===== src/design/life_grid_pkg.sv =====
// ~~~~~~~~~~~~~~~~~~~~~~~~~~~~~~~~~~~~~~~~~~~~~~~~~~~~~~~~~~
// Board geometry is fixed at 8x8. Cell (r,c) is flat bit r*8+c
// Row 7 sits in the top byte of the word
// ~~~~~~~~~~~~~~~~~~~~~~~~~~~~~~~~~~~~~~~~~~~~~~~~~~~~~~~~~~
`default_nettype none

package life_grid_pkg;

    localparam int grid_width  = 8;                       // Cells per row
    localparam int grid_height = 8;                       // Rows on the board
    localparam int grid_cells  = grid_width * grid_height; // Total cells, 64

    // One board word seen two ways
    // flat  is for the serial shift paths
    // rows  is for neighbour lookup in the grid
    // rows[r][c] and flat[r*grid_width+c] name the same bit
    typedef union packed {
        logic [grid_cells-1:0]                   flat; // Whole board as one vector
        logic [grid_height-1:0][grid_width-1:0]  rows; // Row-major view, row 7 at the MSBs
    } grid_word_t;

endpackage

`default_nettype wire


===== src/design/life_mode_pkg.sv =====
// ~~~~~~~~~~~~~~~~~~~~~~~~~~~~~~~~~~~~~~~~~~~~~~~~~~~~~~~~~~
// Mode codes driven by the external controller on the mode pins
// ~~~~~~~~~~~~~~~~~~~~~~~~~~~~~~~~~~~~~~~~~~~~~~~~~~~~~~~~~~
`default_nettype none

package life_mode_pkg;

    localparam int mode_bits = 2; // Width of the mode bus

    localparam logic [mode_bits-1:0] mode_load   = 2'b00; // Shift board in
    localparam logic [mode_bits-1:0] mode_run    = 2'b01; // One generation per clock
    localparam logic [mode_bits-1:0] mode_output = 2'b10; // Shift board out
    localparam logic [mode_bits-1:0] mode_stop   = 2'b11; // Hold everything

endpackage

`default_nettype wire


===== src/design/cell_grid.sv =====
// ~~~~~~~~~~~~~~~~~~~~~~~~~~~~~~~~~~~~~~~~~~~~~~~~~~~~~~~~~~
// Zero-latency next-generation logic. Edges are dead, no wrap-around
// ~~~~~~~~~~~~~~~~~~~~~~~~~~~~~~~~~~~~~~~~~~~~~~~~~~~~~~~~~~
`timescale 1ns/1ps
`default_nettype none

module cell_grid
    import life_grid_pkg::*;
(
    input  grid_word_t mem_state,  // Current board
    output grid_word_t next_state  // Board one generation on
);

    // Board with a one-cell ring of dead cells around it
    // Board cell (r,c) sits at padded[r+1][c+1]
    logic [grid_height+1:0][grid_width+1:0] padded;

    always_comb begin
        padded = '0;                                          // Border stays dead
        for (int r = 0; r < grid_height; r++) begin
            for (int c = 0; c < grid_width; c++) begin
                padded[r+1][c+1] = mem_state.rows[r][c];
            end
        end
    end

    // One rule cell per board position
    for (genvar r = 0; r < grid_height; r++) begin : g_row
        for (genvar c = 0; c < grid_width; c++) begin : g_col
            logic [7:0] nbrs; // Ring around (r,c), taken from padded coords

            assign nbrs = {
                padded[r+2][c+2],   // Row above, column right
                padded[r+2][c+1],   // Row above
                padded[r+2][c],     // Row above, column left
                padded[r+1][c+2],   // Same row, right
                padded[r+1][c],     // Same row, left
                padded[r][c+2],     // Row below, right
                padded[r][c+1],     // Row below
                padded[r][c]        // Row below, left
            };

            life_cell cell0 (
                .alive      (mem_state.rows[r][c]),
                .neighbours (nbrs),
                .next_alive (next_state.rows[r][c])
            );
        end
    end

endmodule

`default_nettype wire


===== src/design/conway_8x8_serial.sv =====
// ~~~~~~~~~~~~~~~~~~~~~~~~~~~~~~~~~~~~~~~~~~~~~~~~~~~~~~~~~~
// 8x8 Life on serial pins. No handshake, the controller paces
// everything through mode. LEDs are plain combinational mirrors
// ~~~~~~~~~~~~~~~~~~~~~~~~~~~~~~~~~~~~~~~~~~~~~~~~~~~~~~~~~~
`timescale 1ns/1ps
`default_nettype none

module conway_8x8_serial
    import life_grid_pkg::*;
    import life_mode_pkg::*;
(
    input  logic                 clk,       // System clock
    input  logic                 reset,     // Sync reset, active high
    input  logic                 data_in,   // Serial cell input
    input  logic [mode_bits-1:0] mode,      // 00 load, 01 run, 10 output, 11 stop
    output logic                 data_out,  // Serial cell output
    output logic                 din_led,   // Debug copy of data_in
    output logic                 dout_led,  // Debug copy of data_out
    output logic [mode_bits-1:0] mode_leds  // Debug copy of mode
);

    grid_word_t mem_state;  // Stored board
    grid_word_t next_state; // Next generation, combinational
    logic       serial_out; // Shifter output, also feeds the LED

    // Board storage, also the input shift register
    life_memory memory0 (
        .clk        (clk),
        .reset      (reset),
        .mode       (mode),
        .data_in    (data_in),
        .next_state (next_state),
        .mem_state  (mem_state)
    );

    // Rule evaluation for all 64 cells at once
    cell_grid grid0 (
        .mem_state  (mem_state),
        .next_state (next_state)
    );

    // Parallel to serial on the way out
    serial_out_shift shift0 (
        .clk        (clk),
        .reset      (reset),
        .mode       (mode),
        .next_state (next_state),
        .data_out   (serial_out)
    );

    assign data_out = serial_out;

    // Debug mirrors
    assign din_led   = data_in;
    assign dout_led  = serial_out;
    assign mode_leds = mode;

endmodule

`default_nettype wire


===== src/design/life_cell.sv =====
// ~~~~~~~~~~~~~~~~~~~~~~~~~~~~~~~~~~~~~~~~~~~~~~~~~~~~~~~~~~
// Pure combinational rule, B3/S23. Off-board neighbours come in as 0
// ~~~~~~~~~~~~~~~~~~~~~~~~~~~~~~~~~~~~~~~~~~~~~~~~~~~~~~~~~~
`timescale 1ns/1ps
`default_nettype none

module life_cell (
    input  logic       alive,      // Current state of this cell
    input  logic [7:0] neighbours, // Eight surrounding cells, any order
    output logic       next_alive  // State in the next generation
);

    logic [3:0] live_count; // 0..8 live neighbours
    logic       born;       // Dead cell with exactly three
    logic       survives;   // Live cell with two or three

    // Population count of the neighbour ring
    always_comb begin
        live_count = '0;
        for (int i = 0; i < 8; i++) begin
            live_count = live_count + {3'b000, neighbours[i]};
        end
    end

    assign born     = !alive && (live_count == 4'd3);
    assign survives = alive && ((live_count == 4'd2) || (live_count == 4'd3));

    // Everything else dies or stays dead
    assign next_alive = born || survives;

endmodule

`default_nettype wire


===== src/design/life_memory.sv =====
// ~~~~~~~~~~~~~~~~~~~~~~~~~~~~~~~~~~~~~~~~~~~~~~~~~~~~~~~~~~
// 64 load clocks put the first bit sent in bit 63 (row 7, col 7)
// Board holds in output and stop modes
// ~~~~~~~~~~~~~~~~~~~~~~~~~~~~~~~~~~~~~~~~~~~~~~~~~~~~~~~~~~
`timescale 1ns/1ps
`default_nettype none

module life_memory
    import life_grid_pkg::*;
    import life_mode_pkg::*;
(
    input  logic                 clk,        // System clock
    input  logic                 reset,      // Sync reset, active high
    input  logic [mode_bits-1:0] mode,       // System mode
    input  logic                 data_in,    // Serial cell input
    input  grid_word_t           next_state, // Next generation from the grid
    output grid_word_t           mem_state   // Current board
);

    logic load_mode; // Shift serial data into the board
    logic run_mode;  // Advance one generation

    assign load_mode = (mode == mode_load);
    assign run_mode  = (mode == mode_run);

    // Input shifter and state register share one word
    always_ff @(posedge clk) begin
        if (reset) begin
            mem_state.flat <= '0;                                         // Empty board
        end else if (load_mode) begin
            mem_state.flat <= {mem_state.flat[grid_cells-2:0], data_in};  // New cell in at bit 0
        end else if (run_mode) begin
            mem_state <= next_state;                                      // Take next generation
        end
        // Output and stop fall through and keep the board
    end

endmodule

`default_nettype wire


===== src/design/serial_out_shift.sv =====
// ~~~~~~~~~~~~~~~~~~~~~~~~~~~~~~~~~~~~~~~~~~~~~~~~~~~~~~~~~~
// MSB-first serialiser. Tracks the grid output in load and run,
// so the first cell is on data_out when output mode starts
// ~~~~~~~~~~~~~~~~~~~~~~~~~~~~~~~~~~~~~~~~~~~~~~~~~~~~~~~~~~
`timescale 1ns/1ps
`default_nettype none

module serial_out_shift
    import life_grid_pkg::*;
    import life_mode_pkg::*;
(
    input  logic                 clk,        // System clock
    input  logic                 reset,      // Sync reset, active high
    input  logic [mode_bits-1:0] mode,       // System mode
    input  grid_word_t           next_state, // Board to capture
    output logic                 data_out    // Serial cell output
);

    logic [grid_cells-1:0] shift_q; // Capture and shift register

    always_ff @(posedge clk) begin
        if (reset) begin
            shift_q <= '0;                                       // data_out low after reset
        end else begin
            case (mode)
                mode_load, mode_run: shift_q <= next_state.flat; // Parallel capture
                mode_output: shift_q <= {shift_q[grid_cells-2:0], 1'b0}; // Zero fill from below
                default: shift_q <= shift_q;                     // Stop holds position
            endcase
        end
    end

    // Top bit is the next cell on the pin
    assign data_out = shift_q[grid_cells-1];

endmodule

`default_nettype wire


===== config.mk =====
export PLATFORM = sky130hd
export DESIGN_NAME = conway_8x8_serial
export DESIGN_NICKNAME = d
export VERILOG_FILES = /design/src/design/life_grid_pkg.sv /design/src/design/life_mode_pkg.sv /design/src/design/cell_grid.sv /design/src/design/conway_8x8_serial.sv /design/src/design/life_cell.sv /design/src/design/life_memory.sv /design/src/design/serial_out_shift.sv
export SDC_FILE = /design/constraint.sdc
export NUM_CORES = 1
export LEC_CHECK = 0
export BUFFER_PORTS_ARGS = -buffer_cell sky130_fd_sc_hd__buf_2
export CAP_MARGIN = 20
export CORE_MARGIN = 4
export CORE_UTILIZATION = 63
export CTS_CLUSTER_SIZE = 25
export DETAILED_ROUTE_END_ITERATION = 8
export PLACE_DENSITY = 0.79
export SYNTH_ARGS = -nofsm -noshare
export SYNTH_HDL_FRONTEND = slang
export SYNTH_SLANG_ARGS = --single-unit

===== constraint.sdc =====
create_clock -name clk -period 11 [get_ports clk]
set_clock_uncertainty 0.15 [all_clocks]
set_input_delay 1.65 -clock clk [delete_from_list [all_inputs] [get_ports clk]]
set_output_delay 1.65 -clock clk [all_outputs]
set_load 0.005 [all_outputs]

[Word level (Yosys, flattened, before mapping)]
Index checks and enable logic that the tools add are counted.
Cells by class
  add/sub/neg operators: 349
  multipliers: 0
  div/mod/pow operators: 0
  magnitude comparators: 0
  eq/ne operators: 130
  shift-type cells: 0
  muxes and demuxes: 3
  bitwise operators: 0
  reductions and logical operators: 324
Operators with widths (count)
  4-bit by 1-bit adder with 4-bit output: 182
  4-bit by 2-bit equality test with 1-bit output, second input constant: 120
  3-bit by 1-bit adder with 4-bit output: 53
  2-bit by 1-bit adder with 3-bit output: 57
  1-bit logical AND: 128
  1-bit logical OR: 128
  64-bit two-way mux: 2
  64-bit one-hot mux with 2 select lines: 1
  1-bit by 1-bit adder with 2-bit output: 57
  1-bit zero test: 64
  3-bit by 2-bit equality test with 1-bit output, second input constant: 8
  2-bit nonzero test: 2
  2-bit by 1-bit equality test with 1-bit output, second input constant: 1
  2-bit equality test, second input constant: 1
  2-bit zero test: 1
  2-bit OR reduction: 1
Storage, ports and cells
  bits in registers: 128
  latch bits: 0
  bits in writable memories: 0
  bits in read-only memories: 0
  input bits: 5
  output and inout port bits: 5
  word-level logic and storage cells: 808
  memories kept: 0

[Longest topological paths before layout]
  word-level depth: 13
  mapped depth: 11
  depth with buffers taken out: 11

[Modules after synthesis]
Synthesis repeated with hierarchy kept, for this count alone.
Unflattened totals
  cells, all modules: 2045
  area, all modules: 18704.2 um2
By module, submodules not included
  life_cell at grid0.g_row[0].g_col[0].cell0 ...: instances 63, cells each 23, area each 200.2 um2
  life_memory: instances 1, cells each 284, area each 3045.4 um2
  serial_out_shift: instances 1, cells each 284, area each 2827.7 um2
  life_cell at grid0.g_row[7].g_col[7].cell0: instances 1, cells each 23, area each 185.2 um2
  conway_8x8_serial: instances 1, cells each 4, area each 30.0 um2
  cell_grid: instances 1, cells each 1, area each 3.8 um2

[Worst setup path before layout]
No wires, ideal clock.
  path kind: reg2reg
  start point: reg memory0.mem_state[52] (netlist bit)
  end point: reg memory0.mem_state[53] (netlist bit)
  arrival: 3.361 ns
  required time: 10.774 ns
  setup slack: 7.413 ns
  cell stages (with the launch flop): 11
  path buffers: 0
  period minus slack after synthesis: 3.587 ns
  cells stage by stage: dfxtp_1 -> inv_1 -> fa_1 -> fa_1 -> fa_1 -> inv_1 -> ha_1 -> fa_1 -> o211ai_1 -> a211o_1 -> o22ai_1
Between the ends
  cells in the longest elaborated chain, start to end: 11
RTL lines
  start, declared: line life_memory.sv:17  | output grid_word_t mem_state
  start signal, assigned: line life_memory.sv:33  | mem_state <= next_state;
  3-bit by 1-bit adder with 4-bit output: line life_cell.sv:21  | live_count = live_count + {3'b000, neighbours[i]};
  4-bit by 1-bit adder with 4-bit output (4 in series): line life_cell.sv:21
  4-bit by 2-bit equality test with 1-bit output (on tied branches): line life_cell.sv:26, life_cell.sv:25
  1-bit logical OR: line life_cell.sv:26  | assign survives = alive && ((live_count == 4'd2) || (live_count == 4'd3));
  1-bit logical AND: line life_cell.sv:26
  1-bit logical OR: line life_cell.sv:29  | assign next_alive = born || survives;
  64-bit two-way mux: line life_memory.sv:32  | end else if (run_mode) begin
  64-bit two-way mux *: line life_memory.sv:30  | end else if (load_mode) begin
Every way passes the cells marked *; elsewhere a longest branch is shown, timed or not. The select of a mux whose other input is x is not followed.
A chain may end at the register's enable or synchronous reset.

[Worst setup path after layout]
  start point: in mode[0]
  end point: out mode_leds[0]
RTL lines
  start, declared: line conway_8x8_serial.sv:15  | input logic [mode_bits-1:0] mode,
  end, declared: line conway_8x8_serial.sv:19  | output logic [mode_bits-1:0] mode_leds
No word-level cell between the ends.

==> results.cfg <==
[timing]
holdWs_ns = 0.363
period_share_pct = 40.9
rsz0062_at_grt = no
worst_slew_pin_slew_ns = 1.12
fmaxAchievable_ghz = 0.222
min_period_ns = 4.50
setup_viol = 0
final-hold-violation-count = 0
slew_headroom_pct = 25.6
final_max_slew_viol_count = 0
finalSetupTns_ns = 0

[die]
io_pins = 10
fp.dieH_um = 153
start_util_pct = 65.0
core_area_mm2 = 0.0205
die_x_um = 153
rows = 52
die_area_mm2 = 0.0235

[logic_synthesis]
ys_ff_latch = 128
synth_edf_count = 0
synthFlopType = dfxtp_1
synth_nets = 1691
synth_xor_area_share_pct = 0
synth_simple_gate_area_share_pct = 6.52
synth_fa_ha_area_share_pct = 42.1
muxShareOfSynthArea_pct = 5.23
netlist_area_mm2 = 0.0133
synth_cell_types = 32
syn_inst = 1355
ys_seq_area_share_pct = 19.2
synth_top_family_by_area = adder cells
synth-compound-area-share_pct = 15.6
yosysWarningCount = 0
synthArstFlopShare_pct = 0
syn_area_per_cell_um2 = 9.83

[clock_network]
cts_root_buffer = clkbuf_16
clk_pin_slew_worst_paths_ns = 0.06
post_cts_resized = 0
cts_buffer_depth = 2
clk_latency_ns = 0.44
postCtsHoldBufs = 0
cts_tree = built
clock_sinks = 128
cts.htree.levels = 4
cts_buffers = 17
post-cts-setup-buffers = 0

[place]
placement.io_buffers = 9
placed_area_mm2 = 0.0134
dp_hpwl_mm = 21.1
place.gp.congestion = 0.814

[global_routing]
antenna_found_initial = 0
overflow = 0
track_usage_pct = 26.9
grt_pass1_vias = 10448
grt_pass1_wl_mm = 51.7
grt_start_max_net_pins = 96

[worst_setup_path]
cp_slowest_cell = buf_4
cp_max_fo = 75
critPathKind = in2out
cp-start-kind = primary input
crit_chain = buf_4, buf_2
cp.arrival_ns = 2.70
cpPeakStageDelay_ns = 0.78
worst_setup_path_end_kind = output port
cp-startpoint = mode[0]
crit_buf_inv = 2
path_delay_family = buffers and inverters
worstPathRequired_ns = 9.20
r2r-start = memory0.mem_state[46]$_SDFFE_PP0P_

[power]
vdd_drop_max_v = 0.0000767
p_comb_share_pct = 4.1
p_sw_share_pct = 22.1
pwr-share-seq_pct = 39.0
p_per_area_mw_per_mm2 = 84.7
clkPwrFrac_pct = 56.9
p_int_uw = 928
leakagePower_nw = 6.64
p_switching_uw = 263

[layout]
fillers = 1567
layout_common_cells = 296 x inv_1, 196 x fa_1, 135 x ha_1, 128 x dfxtp_1, 92 x a21oi_1
drive_gt1_share_pct = 8.64
multi_input_area_mm2 = 0.00925
fin_nets = 1665
final_core_util_pct = 68.6
fin_area_mm2 = 0.0141
syn_to_final_growth_pct = 5.56
final_common_cell = inv_1
antennaDiodeCount = 0
regArea_mm2 = 0.00256

[worst_hold_path]
hp-class = reg2reg
hp-start = shift0.shift_q[0]$_SDFFE_PP0P_

[drt]
met2_length_mm = 15.7
drc = 0
postRouteAntennaNets = 0
drt-met1-wl_mm = 12.4
wl_per_cell_um = 19.0
highest_layer = met4
vias = 9884
routed_wl_mm = 30.6
drtIter0Drc = 723
via_per_inst = 6.13
met3_length_mm = 1.51
first_pass_iters = 5

[flow_run]
drv_cap = 0

[status]
status = completed
[through the flow]
stage,std cells,setup WS (ns),power (mW)
floorplan,1355,7.41,0.515
global placement,1580,6.51,0.522
detailed placement,1580,6.50,0.522
CTS,1612,6.48,1.19
global route,1612,6.45,1.21
finish,1612,6.50,1.19
[sequential cells by signal, summed over array words and instances, names as in the netlist]
name and count:
memory0.mem_state 64, shift0.shift_q 64
[worst paths after layout]
path | end | slack, ns | depth (start not counted)
hold reg to reg | shift0.shift_q[0]$_SDFFE_PP0P_ | 0.36 | 2
setup reg to reg | memory0.mem_state[54]$_SDFFE_PP0P_ | 6.90 | 10
setup / recovery | mode_leds[0] | 6.50 | 2
hold / removal | shift0.shift_q[0]$_SDFFE_PP0P_ | 0.36 | 2
[cell type report]
type	count	share of cell area (%)
clock buffers	23	3.54
clock inverters	9	1.42
inverters	297	7.95
multi-input cells	871	65.8
flip-flops and latches	128	18.2
well taps	270	2.40
repair buffers	14	0.641
[worst min-delay path: stages, from the launching register on]
cell and delay [ns]:
dfxtp_1 0.32, nand3_1 0.07, a21oi_1 0.07
[cell families after synthesis]
family | count (synthesis)
buf+inv | 356
fa+ha+maj | 331
flops | 128
compound gates | 302
simple gates | 175
mux | 63
[routing by layer]
metal / up-vias / track usage, %
li1: 4488 / -
met1: 4977 / 34.0
met2: 335 / 46.9
met3: 84 / 3.85
met4: 0 / 10.1
met5: - / 0
[power by group through the flow]
stage	clock [mW]	sequential (mW)	combinational, mW
floorplan	0	0.474	0.0412
global placement	0	0.474	0.0472
detailed placement	0	0.474	0.0475
CTS	0.678	0.464	0.0477
global route	0.696	0.464	0.0509
finish	0.677	0.464	0.0487
[synthesized netlist by cell type, types with 12 or more instances]
master | count | share of area (%)
inv_1 | 296 | 8.3
fa_1 | 196 | 29
ha_1 | 135 | 13
dfxtp_1 | 128 | 19
a21oi_1 | 92 | 3.5
nand2_1 | 67 | 1.9
a22oi_1 | 64 | 3.6
nor2_1 | 64 | 1.8
mux2_2 | 53 | 4.5
o22ai_1 | 36 | 1.7
a211oi_1 | 27 | 1.5
buf_2 | 22 | 0.83
o221ai_1 | 22 | 1.4
o211a_1 | 18 | 1.4
buf_6 | 15 | 1.3
clkbuf_1 | 15 | 0.42
a211o_1 | 14 | 0.92
nor4b_2 | 14 | 1.6
o211ai_1 | 14 | 0.79
nand3_1 | 13 | 0.49
a31oi_1 | 12 | 0.56
(Power assumes the default switching activity.)
